==> src/verilog/hci_split_pkg.sv <==
//==========================================================================
// Shared sizes for the wide-to-narrow TCDM split.
// The RTL and the testbench import these. The top level takes its
// parameter defaults from here, and the derived widths stay local.
//==========================================================================

package hci_split_pkg;

  // byte address width on every port
  localparam int unsigned ADDR_W = 32;

  // defaults for the top-level parameters
  localparam int unsigned WIDE_DW_DEF    = 64;  // wide data width in bits
  localparam int unsigned NB_CHAN_DEF    = 2;   // narrow channels, one bank each
  localparam int unsigned FIFO_DEPTH_DEF = 4;   // entries per request and response FIFO
  localparam int unsigned BANK_WORDS_DEF = 256; // narrow words per bank

endpackage
==> src/verilog/hci_core_split.sv <==
//==========================================================================
// Wide-to-narrow split of one TCDM port into NB_CHAN channels.
// Each channel gets its slice of data and byte enables at an address
// offset of one narrow word per channel. The wide grant waits for all
// channels, with early channels masked. Responses are joined back from
// the channel response FIFO heads.
//==========================================================================
`timescale 1ns/1ps

module hci_core_split #(
  parameter int unsigned WIDE_DW = 64,
  parameter int unsigned NB_CHAN = 2
) (
  input  logic                                             clk_i,
  input  logic                                             rst_ni,
  // wide side
  input  logic                                             req_i,
  input  logic [hci_split_pkg::ADDR_W-1:0]                 add_i,
  input  logic                                             wen_i,   // high = read
  input  logic [WIDE_DW/8-1:0]                             be_i,
  input  logic [WIDE_DW-1:0]                               data_i,
  input  logic                                             lrdy_i,
  output logic                                             gnt_o,
  output logic                                             r_valid_o,
  output logic [WIDE_DW-1:0]                               r_data_o,
  // channel side
  output logic [NB_CHAN-1:0]                               ch_req_o,
  output logic [NB_CHAN-1:0][hci_split_pkg::ADDR_W-1:0]    ch_add_o,
  output logic [NB_CHAN-1:0]                               ch_wen_o,
  output logic [NB_CHAN-1:0][WIDE_DW/NB_CHAN/8-1:0]        ch_be_o,
  output logic [NB_CHAN-1:0][WIDE_DW/NB_CHAN-1:0]          ch_data_o,
  output logic [NB_CHAN-1:0]                               ch_pop_o,
  input  logic [NB_CHAN-1:0]                               ch_gnt_i,
  input  logic [NB_CHAN-1:0]                               ch_r_valid_i,
  input  logic [NB_CHAN-1:0][WIDE_DW/NB_CHAN-1:0]          ch_r_data_i
);

  import hci_split_pkg::*;

  localparam int unsigned NDW = WIDE_DW/NB_CHAN;  // narrow data width
  localparam int unsigned NBW = NDW/8;            // bytes per narrow word

  logic [NB_CHAN-1:0] mask_d, mask_q;  // channels already granted
  logic [NB_CHAN-1:0] ch_done;
  logic               rsp_fire;

  // request slicing
  for (genvar ii = 0; ii < NB_CHAN; ii++) begin : gen_slice
    assign ch_add_o[ii]  = add_i + ADDR_W'(ii*NBW);
    assign ch_wen_o[ii]  = wen_i;
    assign ch_be_o[ii]   = be_i[ii*NBW +: NBW];
    assign ch_data_o[ii] = data_i[ii*NDW +: NDW];
  end

  // masked channels must not push a second copy
  assign ch_req_o = {NB_CHAN{req_i}} & ~mask_q;
  assign ch_done  = (ch_req_o & ch_gnt_i) | mask_q;
  assign gnt_o    = req_i & (&ch_done);

  // mask grows while the wide grant is pending, clears when it fires
  assign mask_d = gnt_o ? '0 : (mask_q | (ch_req_o & ch_gnt_i));

  always_ff @(posedge clk_i or negedge rst_ni) begin
    if (!rst_ni) begin
      mask_q <= '0;
    end else begin
      mask_q <= mask_d;
    end
  end

  // response join, channel 0 in the low bits
  assign r_valid_o = &ch_r_valid_i;
  assign r_data_o  = ch_r_data_i;
  assign rsp_fire  = r_valid_o & lrdy_i;
  assign ch_pop_o  = {NB_CHAN{rsp_fire}};  // all heads leave together

endmodule

==> config.mk <==
export PLATFORM = sky130hd
export DESIGN_NAME = hci_core_split
export DESIGN_NICKNAME = d
export VERILOG_FILES = /design/src/verilog/hci_split_pkg.sv /design/src/verilog/hci_core_split.sv
export SDC_FILE = /design/constraint.sdc
export NUM_CORES = 1
export LEC_CHECK = 0
export ABC_AREA = 1
export BUFFER_PORTS_ARGS = -buffer_cell sky130_fd_sc_hd__buf_2
export CORE_AREA = 8 8 145 147
export DETAILED_ROUTE_END_ITERATION = 10
export DIE_AREA = 0 0 153 155
export GPL_ROUTABILITY_DRIVEN = 0
export PLACE_DENSITY_LB_ADDON = 0.3
export SETUP_SLACK_MARGIN = 0.4
export SLEW_MARGIN = 40
export SYNTH_ARGS = -nofsm -noshare
export SYNTH_HDL_FRONTEND = slang
export SYNTH_SLANG_ARGS = --single-unit
==> constraint.sdc <==
create_clock -name clk_i -period 1.3 [get_ports clk_i]
set_input_delay 0.13 -clock clk_i [delete_from_list [all_inputs] [get_ports clk_i]]
set_output_delay 0.13 -clock clk_i [all_outputs]
set_load 0.05 [all_outputs]
* Word level (Yosys, flattened, before mapping)
Cells that the tools add are included.
Storage, ports and cells: output and inout port bits 208, input port bits 177, bits in registers 2
Cells by class: reduce and logical (&&, ||, !) cells 2, multiplexer cells 1, bitwise gates (word level) 6, add/sub/neg operators 1
Operators by type and width (count):
- adder 32 x 3 -> 32 bit, second input constant | 1
- bitwise AND 2 bit | 2
- AND reduction 2 bit | 2
- bitwise AND 1 bit | 2
- 2-to-1 mux 2 bit | 1
- inverter 2 bit | 1
- bitwise OR 2 bit | 1

* Logic depth before layout (Yosys ltp)
depth in word-level cells 7, mapped depth 8

* Worst setup path after synthesis
No wires, ideal clock.
path kind input -> output, start point input port add_i[2] in the netlist's numbering, end point output port ch_add_o[47] in the netlist's numbering, cell stages on the path 5, arrival time 1613 ps, path slack -443 ps, buffers on the path 0, cells stage by stage inv_1 -> nor2_8 -> nand2_4 -> nor2_4 -> xor2_1
RTL lines:
- start, declared | RTL line hci_core_split.sv:18 | input logic [hci_split_pkg::ADDR_W-1:0] add_i,
- end, declared | RTL line hci_core_split.sv:28 | output logic [NB_CHAN-1:0][hci_split_pkg::ADDR_W-1:0] ch_add_o,

==> run_results.csv <==
group,metric,value,unit
routing,routed_wirelength,8302,um
clock_tree,clock_sinks,2,
die,initial_core_utilization,12.24,%
timing,postLayoutSetupSlackWorst,-74.76,ps
logic_synthesis,syn_inst,364,
finish,largest_registers,"mask_q: 2 flops",
grt,antenna_found_initial,0,
placement,detailed_place_hpwl,7464,um
logic_synthesis,register_area_share_after_synthesis,2.157,%
timing,setup_viol,11,
grt,grt_pass1_vias,2156,
die,io_pins,385,
setup_path,worst_r2r_endpoint,"mask_q[1]",
die,die_w,153,um
routing,drtAntennaViolNets,0,
grt,grtUsageTotal,6.808,%
timing,maxSlewHeadroom,82.59,%
die,floorplan.die_area,23720,um2
setup_path,classification_of_the_worst_setup_path,"in2out",
placement,port_buffers,103,
power_and_ir_drop,p_leak,1.587,nW
routing,drt_iter0_drc,36,
setup_path,cp.required,1170,ps
finish,final_nets,534,
routing,drtPass1Iterations,4,
placement,dpl.cell_count,574,
setup_path,worstPathArrival,1240,ps
die,chip_height,155,um
run_status,status,"finished with violations",
finish,most-common-layout-cells,"sky130_fd_sc_hd__buf_2 (58), sky130_fd_sc_hd__buf_4 (48), sky130_fd_sc_hd__nand2_2 (36), sky130_fd_sc_hd__nand2_1 (35), sky130_fd_sc_hd__buf_6 (31)",
clock_tree,clock_latency_on_the_worst_skew_pair,220,ps
power_and_ir_drop,power.density_cell_area,556.5,nW/um2
routing,wl_per_cell,14.02,um
finish,antenna_cells_inserted,0,
setup_path,worst-path-max-fanout,5,
setup_path,rr_startpoint,"mask_q[1]",
grt,grt.overflow.total,0,
timing,rsz_0062_raised_after_global_routing,"yes",
setup_path,bufs_and_invs_on_worst_path,2,
power_and_ir_drop,peakVddDrop,594.6,uV
placement,placement_stage_worst_setup_slack,-249.3,ps
clock_tree,clock_tree.buffer_depth,2,
finish,final.fill_count,2119,
setup_path,cell_by_cell_trace_of_the_critical_path,"buf_8 -> ha_4 -> nand2_4 -> nor2_4 -> nand2_4 -> nor2_4 -> nand3_2 -> nand2_4 -> buf_12",
worst_hold_path,endpoint_of_the_worst_hold_timing_path,"mask_q[0]",
timing,period_share,105.8,%
finish,max_flop_register,"mask_q",
run,maxCapViolations,0,
setup_path,critical_path.top_delay_family,"simple AND/OR/NAND/NOR gates",
run_status,violations_in_the_final_reports,"setup timing",
finish,largest_register_ff_count,2,
routing,vias,1906,
routing,avgViaCountPerCell,3.220,
finish,fraction_of_final_layout_cells_with_drive_strength_greater_than_1,78.53,%
setup_path,cpMostUsedCell,"sky130_fd_sc_hd__nand2_4",
logic_synthesis,ys_types,21,
timing,report.final.slew_viol_count,0,
setup_path,cp_slowest_stage_delay,230,ps
die,core_region_area,18950,um2
setup_path,timing.critical_path.from_type,"input pin",
worst_hold_path,min-delay-start,"ch_gnt_i[0]",
worst_hold_path,hold_path_class,"in2reg",
logic_synthesis,postSynthRegisterBits,2,
timing,final-hold-violation-count,0,
logic_synthesis,synth.cell_area,2320,um2
timing,fin_skew,0.3724,ps
routing,drc_errors,0,
setup_path,worst_r2r_path_depth,5,
grt,grt_max_degree,7,
clock_tree,cts_htree_levels,1,
setup_path,crit_path_end_kind,"output port",
grt,grt_pass1_wl,12660,um
logic_synthesis,ys_top_cells_by_area,"sky130_fd_sc_hd__buf_4 (56%), sky130_fd_sc_hd__nand2_1 (13%), sky130_fd_sc_hd__nor2_1 (5.3%)",
clock_tree,cts_tree,"done",
logic_synthesis,synthDominantAreaCellType,"sky130_fd_sc_hd__buf_4",
logic_synthesis,yosys_warnings,0,
timing,tightest_slew,263.0,ps
timing,maxClockFrequency,727.4,MHz
worst_hold_path,min_path_cells,3,
clock_tree,cts.clk_slew.worst_paths,30,ps
finish,areaGrowthSynthToFinish,48.60,%
logic_synthesis,synth.avg_cell_area,6.373,um2
finish,layout.cells.most_common,"sky130_fd_sc_hd__buf_2",
clock_tree,cts_root_buffer,"sky130_fd_sc_hd__clkbuf_16",
clock_tree,number_of_buffers_added_by_the_clock_tree_synthesis_step,3,
logic_synthesis,top_cell_type_s_share_of_synthesized_area,56.31,%
setup_path,register_to_register_setup_slack,210,ps
logic_synthesis,syn_nets,542,
setup_path,critical_path.slowest_cell,"sky130_fd_sc_hd__nor2_4",
timing,timing.final.crit_period,1375,ps
finish,finalNonFillerCells,592,
die,num_rows,51,
-- report_power, final --
group          switching (mW)  leakage, nW  internal (mW)  total [mW]
clock                  0.0678       0.0370          0.391       0.459
combinational           0.819         1.53          0.543        1.36
sequential             0.0179       0.0236         0.0794      0.0974
total                   0.904         1.59           1.01        1.92
-- cell type report --
cell class                 instances  area (um2)  share of cell area, %
clock buffer                       3       75.07                  2.178
inverter                          21       78.83                  2.287
multi-input combinational        167        1533                  44.46
sequential                         2       50.05                  1.452
tap                              238       297.8                  8.639
timing repair buffer             161        1413                  40.98
-- worst register-to-register path, stage by stage (launching register included) --
cell	delay, ps
sky130_fd_sc_hd__dfrtp_1	400
sky130_fd_sc_hd__a21oi_2	180
sky130_fd_sc_hd__nor2_4	80
sky130_fd_sc_hd__buf_6	110
sky130_fd_sc_hd__or2_4	220
sky130_fd_sc_hd__inv_2	40
-- layer usage --
| metal | wire (um) | track usage [%] | share of wire (%) | up-vias |
|---|---|---|---|---|
| met2 | 4109 | 11.72 | 49 | 132 |
| met3 | 844 | 2.746 | 10 | 47 |
| met1 | 2964 | 7.062 | 36 | 829 |
| met5 | 0 | 0 | 0 | - |
| met4 | 383 | 3.629 | 4.6 | 0 |
| li1 | - | - | - | 898 |
-- cell families after synthesis --
kind of cell	share of synthesized area (%)
buffers and inverters	59.71
AO/OA/AOI/OAI	0.6471
flip-flops	2.158
adder cells (fa/ha/maj)	0.5393
AND/OR/NAND/NOR	30.96
XOR/XNOR	5.987
-- per-stage QoR --
stage | hold slack [ps] | total power, mW | utilization [%] | setup TNS (ps) | instance area [um2]
final | 189.8 | 1.918 | 18.19 | -515.7 | 3447
after global routing | 209.1 | 2.014 | 18.19 | -2018 | 3447
after CTS | 198.1 | 1.874 | 17.09 | -1059 | 3238
after detailed placement | -81.93 | 1.218 | 14.52 | -4571 | 2751
after global placement | -80.93 | 1.220 | 14.52 | -4440 | 2751
after floorplan | -165.6 | 2.030 | - | -830.0 | 2756
-- cells in the mapped netlist --
cell / n
sky130_fd_sc_hd__xor2_2: 1
sky130_fd_sc_hd__nor2_8: 3
sky130_fd_sc_hd__or2_2: 1
sky130_fd_sc_hd__nand2_2: 4
sky130_fd_sc_hd__nand3b_1: 7
sky130_fd_sc_hd__o21ai_0: 1
sky130_fd_sc_hd__inv_1: 21
sky130_fd_sc_hd__dfrtp_1: 2
sky130_fd_sc_hd__nor2_2: 6
sky130_fd_sc_hd__xor2_1: 10
sky130_fd_sc_hd__nand2_4: 1
sky130_fd_sc_hd__xnor2_1: 4
sky130_fd_sc_hd__and2_1: 2
sky130_fd_sc_hd__nand2_1: 80
sky130_fd_sc_hd__buf_4: 174
sky130_fd_sc_hd__nor2_1: 33
sky130_fd_sc_hd__a21oi_1: 2
sky130_fd_sc_hd__nand3_1: 7
sky130_fd_sc_hd__nand2_8: 1
sky130_fd_sc_hd__ha_1: 1
sky130_fd_sc_hd__nor2_4: 3
-- how the worst max path moves through the flow --
stage	slack, ps	start	to	cells after the start
after CTS	-100	add_i[2]	ch_add_o[62]	10
after detailed placement	-250	add_i[10]	ch_add_o[54]	9
after global placement	-230	add_i[10]	ch_add_o[54]	9
after floorplan	-100	add_i[2]	ch_add_o[47]	5
final	-70	add_i[3]	ch_add_o[62]	9
after global routing	-160	add_i[3]	ch_add_o[62]	10
-- what timing repair did --
action,in CTS,in global routing
setup endpoints to repair,34,32
hold buffers,1,0
pin swaps,35,36
endpoints found under the hold margin,2,0
cloned,0,0
buffers inserted,7,7
gates resized for setup,102,47
Note: power is estimated with default switching activity, not from simulation.
