File: config.mk
export PLATFORM = sky130hd
export DESIGN_NAME = hci_chan_fifo
export DESIGN_NICKNAME = d
export VERILOG_FILES = /design/src/verilog/hci_split_pkg.sv /design/src/verilog/hci_chan_fifo.sv /design/src/verilog/hci_fifo_buf.sv
export SDC_FILE = /design/constraint.sdc
export NUM_CORES = 1
export LEC_CHECK = 0
export BUFFER_PORTS_ARGS = -buffer_cell sky130_fd_sc_hd__buf_2
export CAP_MARGIN = 20
export CORE_UTILIZATION = 55
export DETAILED_ROUTE_END_ITERATION = 7
export GPL_TIMING_DRIVEN = 0
export PLACE_DENSITY_LB_ADDON = 0.15
export SLEW_MARGIN = 20
export SYNTH_ARGS = -nofsm -noshare
export SYNTH_HDL_FRONTEND = slang
export SYNTH_SLANG_ARGS = --single-unit
File: constraint.sdc
create_clock -name clk_i -period 9.05 [get_ports clk_i]
set_clock_uncertainty 0.05 [all_clocks]
set_input_delay 0.905 -clock clk_i [delete_from_list [all_inputs] [get_ports clk_i]]
set_output_delay 0.905 -clock clk_i [all_outputs]
set_load 0.02 [all_outputs]
File: src/verilog/hci_split_pkg.sv
//==========================================================================
// Shared sizes for the wide-to-narrow TCDM split.
// The RTL and the testbench import these. The top level takes its
// parameter defaults from here, and the derived widths stay local.
//==========================================================================

package hci_split_pkg;

  // byte address width on every port
  localparam int unsigned ADDR_W = 32;

  // defaults for the top-level parameters
  localparam int unsigned WIDE_DW_DEF    = 64;  // wide data width in bits
  localparam int unsigned NB_CHAN_DEF    = 2;   // narrow channels, one bank each
  localparam int unsigned FIFO_DEPTH_DEF = 4;   // entries per request and response FIFO
  localparam int unsigned BANK_WORDS_DEF = 256; // narrow words per bank

endpackage
File: src/verilog/hci_chan_fifo.sv
//==========================================================================
// Per-channel decoupling between the split and one bank.
// A request FIFO feeds the bank with no added cycle and a response FIFO
// collects its answers. Bank issue is limited so that every outstanding
// request is sure to find a free response slot.
//==========================================================================
`timescale 1ns/1ps

module hci_chan_fifo #(
  parameter int unsigned DW         = 32,
  parameter int unsigned FIFO_DEPTH = 4
) (
  input  logic                           clk_i,
  input  logic                           rst_ni,
  // narrow request from the split
  input  logic                           req_i,
  input  logic [hci_split_pkg::ADDR_W-1:0] add_i,
  input  logic                           wen_i,
  input  logic [DW/8-1:0]                be_i,
  input  logic [DW-1:0]                  data_i,
  output logic                           gnt_o,
  // narrow response to the split
  output logic                           r_valid_o,
  output logic [DW-1:0]                  r_data_o,
  input  logic                           pop_i,
  // bank side
  output logic                           bank_req_o,
  output logic [hci_split_pkg::ADDR_W-1:0] bank_add_o,
  output logic                           bank_wen_o,
  output logic [DW/8-1:0]                bank_be_o,
  output logic [DW-1:0]                  bank_data_o,
  input  logic                           bank_gnt_i,
  input  logic                           bank_r_valid_i,
  input  logic [DW-1:0]                  bank_r_data_i
);

  import hci_split_pkg::*;

  localparam int unsigned BW    = DW/8;
  localparam int unsigned CNT_W = $clog2(FIFO_DEPTH+1);

  typedef struct packed {
    logic [ADDR_W-1:0] add;
    logic              wen;
    logic [BW-1:0]     be;
    logic [DW-1:0]     data;
  } req_entry_t;

  typedef struct packed {
    logic [DW-1:0] data;
  } rsp_entry_t;

  req_entry_t       req_in, req_head;
  rsp_entry_t       rsp_in, rsp_head;
  logic             req_full, req_empty, rsp_empty;
  logic [CNT_W-1:0] rsp_free;
  logic [CNT_W-1:0] outst_q;  // issued to bank, not yet answered
  logic             bank_fire;

  assign req_in = '{add: add_i, wen: wen_i, be: be_i, data: data_i};
  assign gnt_o  = ~req_full;

  hci_fifo_buf #(
    .DEPTH ( FIFO_DEPTH  ),
    .T     ( req_entry_t )
  ) i_req_fifo (
    .clk_i   ( clk_i     ),
    .rst_ni  ( rst_ni    ),
    .push_i  ( req_i     ),
    .data_i  ( req_in    ),
    .pop_i   ( bank_fire ),
    .data_o  ( req_head  ),
    .full_o  ( req_full  ),
    .empty_o ( req_empty ),
    .free_o  (           )
  );

  // issue only while a response slot is guaranteed
  assign bank_req_o  = ~req_empty & (outst_q < rsp_free);
  assign bank_add_o  = req_head.add;
  assign bank_wen_o  = req_head.wen;
  assign bank_be_o   = req_head.be;
  assign bank_data_o = req_head.data;
  assign bank_fire   = bank_req_o & bank_gnt_i;

  always_ff @(posedge clk_i or negedge rst_ni) begin
    if (!rst_ni) begin
      outst_q <= '0;
    end else if (bank_fire && !bank_r_valid_i) begin
      outst_q <= outst_q + 1'b1;
    end else if (bank_r_valid_i && !bank_fire) begin
      outst_q <= outst_q - 1'b1;
    end
  end

  assign rsp_in = '{data: bank_r_data_i};

  hci_fifo_buf #(
    .DEPTH ( FIFO_DEPTH  ),
    .T     ( rsp_entry_t )
  ) i_rsp_fifo (
    .clk_i   ( clk_i          ),
    .rst_ni  ( rst_ni         ),
    .push_i  ( bank_r_valid_i ),
    .data_i  ( rsp_in         ),
    .pop_i   ( pop_i          ),
    .data_o  ( rsp_head       ),
    .full_o  (                ),
    .empty_o ( rsp_empty      ),
    .free_o  ( rsp_free       )
  );

  assign r_valid_o = ~rsp_empty;
  assign r_data_o  = rsp_head.data;

endmodule

File: src/verilog/hci_fifo_buf.sv
//==========================================================================
// Generic synchronous FIFO. The entry type is a type parameter, so one
// module holds both request entries and response entries. Pushes to a
// full FIFO and pops from an empty FIFO are ignored.
//==========================================================================
`timescale 1ns/1ps

module hci_fifo_buf #(
  parameter int unsigned DEPTH = 4,
  parameter type         T     = logic
) (
  input  logic                         clk_i,
  input  logic                         rst_ni,
  input  logic                         push_i,
  input  T                             data_i,
  input  logic                         pop_i,
  output T                             data_o,
  output logic                         full_o,
  output logic                         empty_o,
  output logic [$clog2(DEPTH+1)-1:0]   free_o
);

  localparam int unsigned CNT_W = $clog2(DEPTH+1);
  localparam int unsigned PTR_W = (DEPTH > 1) ? $clog2(DEPTH) : 1;

  T                 mem_q [DEPTH];
  logic [PTR_W-1:0] wr_ptr_q, rd_ptr_q;
  logic [CNT_W-1:0] cnt_q;
  logic             do_push, do_pop;

  assign do_push = push_i & ~full_o;
  assign do_pop  = pop_i & ~empty_o;

  // storage, no reset on the payload
  always_ff @(posedge clk_i) begin
    if (do_push) mem_q[wr_ptr_q] <= data_i;
  end

  always_ff @(posedge clk_i or negedge rst_ni) begin
    if (!rst_ni) begin
      wr_ptr_q <= '0;
      rd_ptr_q <= '0;
      cnt_q    <= '0;
    end else begin
      if (do_push) begin
        // explicit wrap, depth need not be a power of two
        wr_ptr_q <= (wr_ptr_q == PTR_W'(DEPTH-1)) ? '0 : wr_ptr_q + 1'b1;
      end
      if (do_pop) begin
        rd_ptr_q <= (rd_ptr_q == PTR_W'(DEPTH-1)) ? '0 : rd_ptr_q + 1'b1;
      end
      if (do_push && !do_pop) cnt_q <= cnt_q + 1'b1;
      else if (do_pop && !do_push) cnt_q <= cnt_q - 1'b1;
    end
  end

  assign data_o  = mem_q[rd_ptr_q];        // head of queue
  assign full_o  = (cnt_q == CNT_W'(DEPTH));
  assign empty_o = (cnt_q == '0);
  assign free_o  = CNT_W'(DEPTH) - cnt_q;

endmodule

# Word level (Yosys, flattened, before mapping)
# Memory sizes are Yosys's and may differ from the RTL's.
# Cells that the tools add are included.
# word_totals
n_memories,2
rom_bits,0
input_bits,107
latchBits,0
out_inout_bits,104
register_bits,17
word_cells,68
ram_bits,404
# classes
div,0
mul,0
n_reduce_logical,17
order_cmp,1
muxes,14
shifts,0
n_eq_ne,6
n_bitwise,10
add_sub_neg,11
# memory_table
memory,words,width,rd,rd_ports_with_merged_regs,wr,line_no,source
i_req_fifo.mem_q,4,69,1,0,1,hci_fifo_buf.sv:26,T mem_q [DEPTH];
i_rsp_fifo.mem_q,4,32,1,0,1,hci_fifo_buf.sv:26,
# op_table
cell,count
two-way mux 3 bit,6
"adder 3 x 1 -> 3 bit, second input constant",3
"subtractor 3 x 1 -> 3 bit, second input constant",3
"adder 2 x 1 -> 2 bit, second input constant",4
"equality test 2 bit, second input constant",4
two-way mux 2 bit,4
AND 1 bit,6
"equality test 3 bit, second input constant",2
logical AND 1 bit,6
logical NOT 1 bit,6
logical NOT 3 bit,2
nonzero test 2 bit,3
two-way mux 1 bit,4
NOT 1 bit,4
less-than comparator 3 bit,1
"subtractor 3 bit, first input constant",1

# Depth between registers and ports, before layout
# Gate-level depths: netlist of the first run.
# depth
word_depth,8
mapped_depth,13
depth_no_buf,13

# Hierarchy
# A second synthesis of the first run with hierarchy kept.
# hier_totals
hier_cells,645
hier_area_um2,15890.2
# by_module_without_submodules
mod,cells_per_inst,instances,seq_area_each_um2,area_each_um2
hci_fifo_buf (i_req_fifo),407,1,8463.1,10511.3
hci_fifo_buf (i_rsp_fifo),214,1,4018.9,5144.9
hci_chan_fifo,24,1,75.1,234.0

# Worst setup path after synthesis of the first run
# OpenSTA, ideal clock, no wires.
# synth_path
kind,in2reg
start,input req_i
end,memory i_req_fifo.mem_q[0][0] (netlist bit) (enable)
slack_ns,5.752
required_ns,8.565
cell_stages,2
arrival_ns,2.813
setup_time_ns,0.435
n_path_buf,0
cell_sequence,a21boi_2 and2_1
# synth_via
elab_chain_len,3
# synth_lines
element,line_no,source
"start, declared",hci_chan_fifo.sv:16,"input logic req_i,"
AND 1 bit,hci_fifo_buf.sv:31,assign do_push = push_i & ~full_o;
two-way mux 1 bit,hci_fifo_buf.sv:36,if (do_push) mem_q[wr_ptr_q] <= data_i;
two-way mux 1 bit (not written as such),hci_fifo_buf.sv:36,
"end, declared",hci_fifo_buf.sv:26,
# Every way passes these cells.

# Worst setup path after layout of the first run
# layout_path
start,register i_rsp_fifo.cnt_q[0]
end,output bank_req_o
# layout_via
elab_chain_len,3
# layout_lines
element,line_no,source
"start, declared",hci_fifo_buf.sv:28,logic [CNT_W-1:0] cnt_q;
"start signal, assigned",hci_fifo_buf.sv:52,if (do_push && !do_pop) cnt_q <= cnt_q + 1'b1;
"start signal, assigned",hci_fifo_buf.sv:53,else if (do_pop && !do_push) cnt_q <= cnt_q - 1'b1;
subtractor 3 bit,hci_fifo_buf.sv:60,assign free_o = CNT_W'(DEPTH) - cnt_q;
less-than comparator 3 bit,hci_chan_fifo.sv:79,assign bank_req_o = ~req_empty & (outst_q < rsp_free);
AND 1 bit,hci_chan_fifo.sv:79,
"end, declared",hci_chan_fifo.sv:27,"output logic bank_req_o,"
# Every way passes these cells.

==> summary.md, run 1 <==
| Metric | Value |
|---|---|
| Outcome | finished clean |
| # DRC | 0 |
| DR vias/cell | 5.438 |
| Met2 wire length | 14,380 um |
| Clock Tree Buf Depth | 3 |
| Total gr overflow | 0 |
| Synthesis Warnings | 0 |
| Crit path buffers/inverters | 2 |
| Critical path depth | 7 |
| Post-synth cell types | 25 |
| Routed vias | 7,091 |
| Core area | 28,010 um2 |
| Die width | 171.5 um |
| Fin. max-slew vios | 0 |
| CP max FO | 4 |
| CP peak stage delay | 430 ps |
| Reg2Reg Depth | 13 |
| Top-count cell post-synth | edfxtp_1 |
| Critical Path End | bank_req_o |
| Setup Fix Bufs, Post-CTS | 0 |
| Fill cell count | 1,789 |
| Drt first pass iters | 4 |
| Cell family with most CP delay | adder cells |
| CTS root buffer | clkbuf_16 |
| Final min period | 3429 ps |
| Clk Latency, worst-skew pair | 520 ps |
| H-tree depth | 2 |
| Die height | 171.5 um |
| R2r startpoint | i_rsp_fifo.cnt_q[0]$_DFFE_PN0P_ |
| Syn Inst Count | 628 |
| Worst setup path start | i_rsp_fifo.cnt_q[0]$_DFFE_PN0P_ |
| Cell Area, Synth | 15,810 um2 |
| Num Clock Sinks | 421 |
| Fmax | 0.2916 GHz |
| First-pass GRT wire length | 42,410 um |
| Die ar. | 29,430 um2 |
| Worst path cell trace | inv_1 > ha_1 > ha_1 > ha_1 > a21oi_1 > o211a_1 > buf_2 |
| HP Class | input port to async pin |
| Pwr Density | 350.5 nW/um2 |
| Total power | 6620 uW |
| Dominant cells by area after synthesis | edfxtp_1 77%, mux4_2 14%, dfrtp_1 2.7%, ha_1 1.4%, buf_12 0.89% |
| Slowest CP cell | dfrtp_1 |
| Ys async rst share | 4.038% |
| Hold-fix buffers, CTS | 0 |
| Post-synth top cells | 404 x edfxtp_1, 100 x mux4_2, 18 x ha_1 |
| Post-CTS Resized | 0 |
| I/O pin cnt | 211 |
| Crit-path most repeated cell | ha_1 |
| CTS tree | done |
| Area leader, netlist | edfxtp_1 |
| Share of layout cells above drive strength 1 | 45.48% |
| Fin cells | 1,304 |
| # nets final | 1,017 |
| Highest Signal Layer | met4 |
| Critical R2R Capture | outst_q[2]$_DFFE_PN0P_ |
| Required time of the critical path | 8100 ps |
| Global Route Usage Sum | 19.66% |
| Antenna Nets Post-Route | 0 |
| R2r setup slk | 5940 ps |
| Number of DRC violations after detailed-routing iteration 0 | 479 |
| I/O Buffers | 210 |
| Hpwl dp | 18,200 um |
| Row cnt | 61 |
| Flops & latches, synth | 421 |
| Final period utilization | 37.89% |
| Number of enable flip-flop cells after synthesis | 404 |
| Dominant synthesized flop cell | edfxtp_1 |
| WP data arrival | 2470 ps |
| Critical path type | register to output pin |
| Avg WL per Cell | 21.55 um |
| # setup viols final | 0 |
| Unrepaired setup endpoints after global routing | false |
| Max-slew headroom | 65.12% |
| Initial Util | 56.44% |
| Mapped Nets | 756 |
| Worst Setup End Kind | output pin |
| Initial antenna violation count | 6 |
| Syn avg cell area | 25.18 um2 |
| Inst Count DP | 1,224 |
| VDD IR max | 0.2021 mV |
| Num CTS Buffers | 41 |
| Vias in the first global route | 7,629 |
| Static Leak | 0.006621 uW |
| Register area | 12,560 um2 |
| Setup_tns | 0 ps |
| Layout area overhead | 19.47% |
| Seq/Total Area, Yosys | 79.42% |
| Met3 wire len | 2150 um |
| WL final | 28,100 um |
| Slew @ Worst Pin | 523.2 ps |
| CTS clk-pin slew, worst paths | 60 ps |
| Multi-input logic area | 2958 um2 |
| Largest net degree at the start of global routing | 50 |
| Gpl congestion | 0.7538 |
| Worst-case hold slack | 252.7 ps |
| Setup crit start kind | register |
| Met1 WL | 11,020 um |
| Final Hold Viols | 0 |
| Max-cap violations | 0 |
| Synth top area share | 76.73% |
## cell families (layout without fill, tap and decap cells)
group,count (synthesis),count (layout),share of synthesized area (%)
other,0,7,0
XOR/XNOR,9,9,0.4985
buffers and inverters,39,330,1.963
AO/OA/AOI/OAI,4,4,0.3324
flip-flops,421,421,79.42
adder cells (fa/ha/maj),21,21,1.804
multiplexers,112,112,15.24
AND/OR/NAND/NOR,22,22,0.7360
## routing by layer
metal  GRT usage [%]  vias to the layer above
met4           5.745                        0
met3           5.453                       44
met2           33.15                      218
li1                -                     3179
met1           25.09                     3650
met5               0                        -
## sequential cells by signal (all words and copies together), names as in the netlist
| register | flops |
|---|---|
| i_req_fifo.wr_ptr_q | 2 |
| i_req_fifo.mem_q | 276 |
| i_req_fifo.cnt_q | 3 |
| i_rsp_fifo.wr_ptr_q | 2 |
| outst_q | 3 |
| i_req_fifo.rd_ptr_q | 2 |
| i_rsp_fifo.cnt_q | 3 |
| i_rsp_fifo.rd_ptr_q | 2 |
| i_rsp_fifo.mem_q | 128 |
## stage by stage
step	utilization (%)	area, um2	worst slack (ps)
floorplan	-	15810	5752
global placement	61.88	17330	4490
detailed placement	62.72	17570	5933
CTS	67.37	18870	5583
global route	67.39	18880	5490
finish	67.43	18890	5621
## worst register-to-register path, delay by kind of cell, from the launching register on
kind / cells / cell delay [ps]
xor gates and xnor gates: 2 / 340
buffers and inverters: 3 / 240
AOI/OAI and AO/OA: 2 / 500
adders and majority gates: 5 / 1370
DFF: 1 / 430
and+or+nand+nor: 1 / 110
## worst min-delay path by stage
stage	start	end	slack [ps]
after floorplan	outst_q[2]$_DFFE_PN0P_	outst_q[2]$_DFFE_PN0P_	400
after global placement	outst_q[2]$_DFFE_PN0P_	outst_q[2]$_DFFE_PN0P_	410
after detailed placement	outst_q[2]$_DFFE_PN0P_	outst_q[2]$_DFFE_PN0P_	440
after CTS	rst_ni	i_req_fifo.cnt_q[1]$_DFFE_PN0P_	250
after global routing	rst_ni	i_req_fifo.cnt_q[1]$_DFFE_PN0P_	270
final	rst_ni	i_req_fifo.cnt_q[1]$_DFFE_PN0P_	250
## cell type report
cell class	count	share of cell area (%)
diodes	7	0.09274
plain buffers	24	1.345
clock buffers	47	5.664
clock inverters	26	1.225
inverters	15	0.2981
multi-input cells	168	15.66
flip-flops and latches	421	66.48
well taps	378	2.504
repair buffers	218	6.730
## layout by cell type, fill, tap and decap left out, types with 5 or more instances in the layout
| cell | n |
|---|---|
| edfxtp_1 | 404 |
| buf_2 | 220 |
| mux4_2 | 100 |
| clkbuf_16 | 42 |
| ha_1 | 18 |
| dfrtp_1 | 17 |
| inv_1 | 15 |
| clkinv_1 | 12 |
| nor2_1 | 9 |
| mux2_2 | 9 |
| buf_16 | 8 |
| diode_2 | 7 |
| clkbuf_1 | 7 |
| buf_12 | 7 |
| clkinv_2 | 7 |
| buf_6 | 5 |
| xor2_1 | 5 |
## where the power goes
part / switching (uW) / internal [uW]
Sequential: 109 / 2580
Combinational: 1300 / 997
Clock: 672 / 960
No activity file was read; power rests on OpenSTA's default activity.
==> run 2, diff against run 1 <==
--- a/config.mk
+++ b/config.mk
@@ -7,7 +7,7 @@
 export LEC_CHECK = 0
 export BUFFER_PORTS_ARGS = -buffer_cell sky130_fd_sc_hd__buf_2
 export CAP_MARGIN = 20
-export CORE_UTILIZATION = 55
+export CORE_UTILIZATION = 52
 export DETAILED_ROUTE_END_ITERATION = 7
 export GPL_TIMING_DRIVEN = 0
 export PLACE_DENSITY_LB_ADDON = 0.15
==> constraint.sdc (replaced) <==
create_clock -name clk_i -period 3 [get_ports clk_i]
set_clock_uncertainty 0.05 [all_clocks]
set_input_delay 0.3 -clock clk_i [delete_from_list [all_inputs] [get_ports clk_i]]
set_output_delay 0.3 -clock clk_i [all_outputs]
set_load 0.02 [all_outputs]
==> summary.md, run 2 (synthesis results as in run 1) <==
| Metric | Value |
|---|---|
| Antenna Nets Post-Route | 0 (unchanged) |
| Final Util | 66.75% (-0.69 points) |
| # nets final | 1,125 (+11%) |
| Fmax | 0.3463 GHz |
| Row cnt | 63 (+3.3%) |
| Drt first pass iters | 4 (unchanged) |
| Core area | 29,800 um2 (+6.4%) |
| Largest regs | i_req_fifo.mem_q: 276 flops, i_rsp_fifo.mem_q: 128 flops |
| Routed vias | 7,686 (+8.4%) |
| Vias in the first global route | 8,303 (+8.8%) |
| Num CTS Buffers | 43 (+4.9%) |
| Final worst slack | 112.5 ps (-5508 ps) |
| Clock Tree Buf Depth | 3 (unchanged) |
| Fill cell count | 1,919 (+7.3%) |
| Worst setup path start | i_rsp_fifo.cnt_q[1]$_DFFE_PN0P_ |
| Worst Setup End Kind | register |
| Layout area overhead | 25.79% |
| Most common cell after layout, fill and taps aside | edfxtp_1 |
| Fin. max-slew vios | 0 (unchanged) |
| CTS clk-pin slew, worst paths | 60 ps (about the same) |
| Initial antenna violation count | 2 (-4) |
| Avg WL per Cell | 21.32 um (-1.1%) |
| Die height | 176.4 um (+2.8%) |
| Num Clock Sinks | 421 (unchanged) |
| Pwr Density | 1015 nW/um2 (+190%) |
| DR vias/cell | 5.428 (-0.18%) |
| Global Route Usage Sum | 19.88% (+0.21 points) |
| Critical path type | register to register |
| Most frequent cells in the layout | 404 x edfxtp_1, 220 x buf_2, 102 x dlygate4sd3_1 |
| Final Hold Viols | 0 (unchanged) |
| Required time of the critical path | 3380 ps (-4720 ps) |
| Die width | 176.4 um (+2.8%) |
| WP data arrival | 3270 ps (+800 ps) |
| # setup viols final | 0 (unchanged) |
| Share of layout cells above drive strength 1 | 41.11% (-4.4 points) |
| Setup WS pre-CTS | -150.5 ps (-6083 ps) |
| # DRC | 0 (unchanged) |
| Slew @ Worst Pin | 707.0 ps (+183.8 ps) |
| Initial Util | 53.06% (-3.4 points) |
| Unrepaired setup endpoints after global routing | false |
| I/O Buffers | 210 (unchanged) |
| First-pass GRT wire length | 45,840 um (+8.1%) |
| WL final | 30,190 um (+7.4%) |
| Clk Latency, worst-skew pair | 520 ps (about the same) |
| CTS tree | done |
| Biggest register | i_req_fifo.mem_q |
| Outcome | finished clean |
| Setup crit start kind | register |
| Final min period | 2887 ps |
| Total gr overflow | 0 (unchanged) |
| Number of DRC violations after detailed-routing iteration 0 | 460 (-4.0%) |
| Final period utilization | 96.25% |
| CP max FO | 3 (-1) |
| I/O pin cnt | 211 (unchanged) |
| HP Class | input port to async pin |
| Hpwl dp | 18,890 um (+3.8%) |
| Die ar. | 31,100 um2 (+5.7%) |
| VDD IR max | 0.7596 mV (+280%) |
| CTS root buffer | clkbuf_16 |
| Static Leak | 0.007028 uW (+6.1%) |
| Max reg flops | 276 (unchanged) |
| Largest net degree at the start of global routing | 45 (-10%) |
| H-tree depth | 2 (unchanged) |
| Max-slew headroom | 52.87% (-12 points) |
| Max-cap violations | 0 (unchanged) |
| R2r startpoint | i_rsp_fifo.cnt_q[1]$_DFFE_PN0P_ |
| Gpl congestion | 0.7381 (-2.1%) |
-- run 2: cell types whose count changed in the layout (fill, tap and decap cells not counted), sizes merged --
cell / change
clkinv: -8
diode: -5
bufinv: -2
dlygate4sd3: +102
inv: +2
clkinvlp: -1
buf: +4
clkbuf: +8
-- run 2: final cells by class --
cell class	instances	area [um2]	share of cell area (%)
antenna	2	5.005	0.02517
buffer	24	254.0	1.277
clock buffer	55	1121	5.637
clock inverter	17	137.6	0.6920
inverter	15	56.30	0.2831
multi-input combinational	168	2984	15.00
sequential	421	12560	63.14
tap	390	488.0	2.454
timing repair buffer	324	2285	11.49
-- run 2: power breakdown --
part           total, uW  leakage, uW  switching (uW)  internal [uW]
sequential          8130      0.00390             338           7790
combinational       7240      0.00252            4060           3180
clock               4820     0.000611            2020           2800
total              20200      0.00703            6420          13800
-- run 2: per-layer routing --
metal / routed length (um) / track usage (%)
met1: 12030 / 25.27
met2: 15550 / 34.33
met5: 0 / 0
met4: 593 / 5.496
met3: 2013 / 4.716
-- run 2: stage by stage --
stage	cells	area, um2	power, uW	TNS [ps]	hold WS (ps)
after floorplan	628	15810	13070	0	-45.59
after global placement	1228	17350	14970	-305530	200.5
after detailed placement	1236	17550	15340	-192.4	221.4
after CTS	1412	19850	20350	0	205.7
after global routing	1416	19890	21120	0	245.4
final	1416	19890	20190	0	205.2
-- run 2: final timing paths --
check                                                     end  slack (ps)  cells past startpoint
min in group clk_i                     outst_q[0]$_DFFE_PN0P_         240                      4
setup reg to reg              i_req_fifo.cnt_q[2]$_DFFE_PN0P_         110                     12
hold reg to reg                        outst_q[2]$_DFFE_PN0P_         490                      1
hold / removal                         outst_q[0]$_DFFE_PN0P_         210                      2
setup / recovery              i_req_fifo.cnt_q[2]$_DFFE_PN0P_         110                     12
max in group asynchronous  i_rsp_fifo.rd_ptr_q[1]$_DFFE_PN0P_        2380                      2
-- run 2: critical path: stages, from the launching register on --
cell and delay, ps:
dfrtp_1 380, inv_1 60, ha_1 190, ha_1 310
ha_4 300, nand2_1 100, o2111ai_4 240, ha_2 230
inv_1 60, fa_1 430, xor2_1 150, nor2_1 120
xor2_1 180
-- run 2: repair_timing --
item / in CTS / in global routing
endpoints found under the setup margin: 4 / 2
setup buffers: 2 / 2
hold buffers: 102 / 0
pin swaps: 1 / 2
hold endpoints to repair: 421 / 0
gates resized for setup: 1 / 3
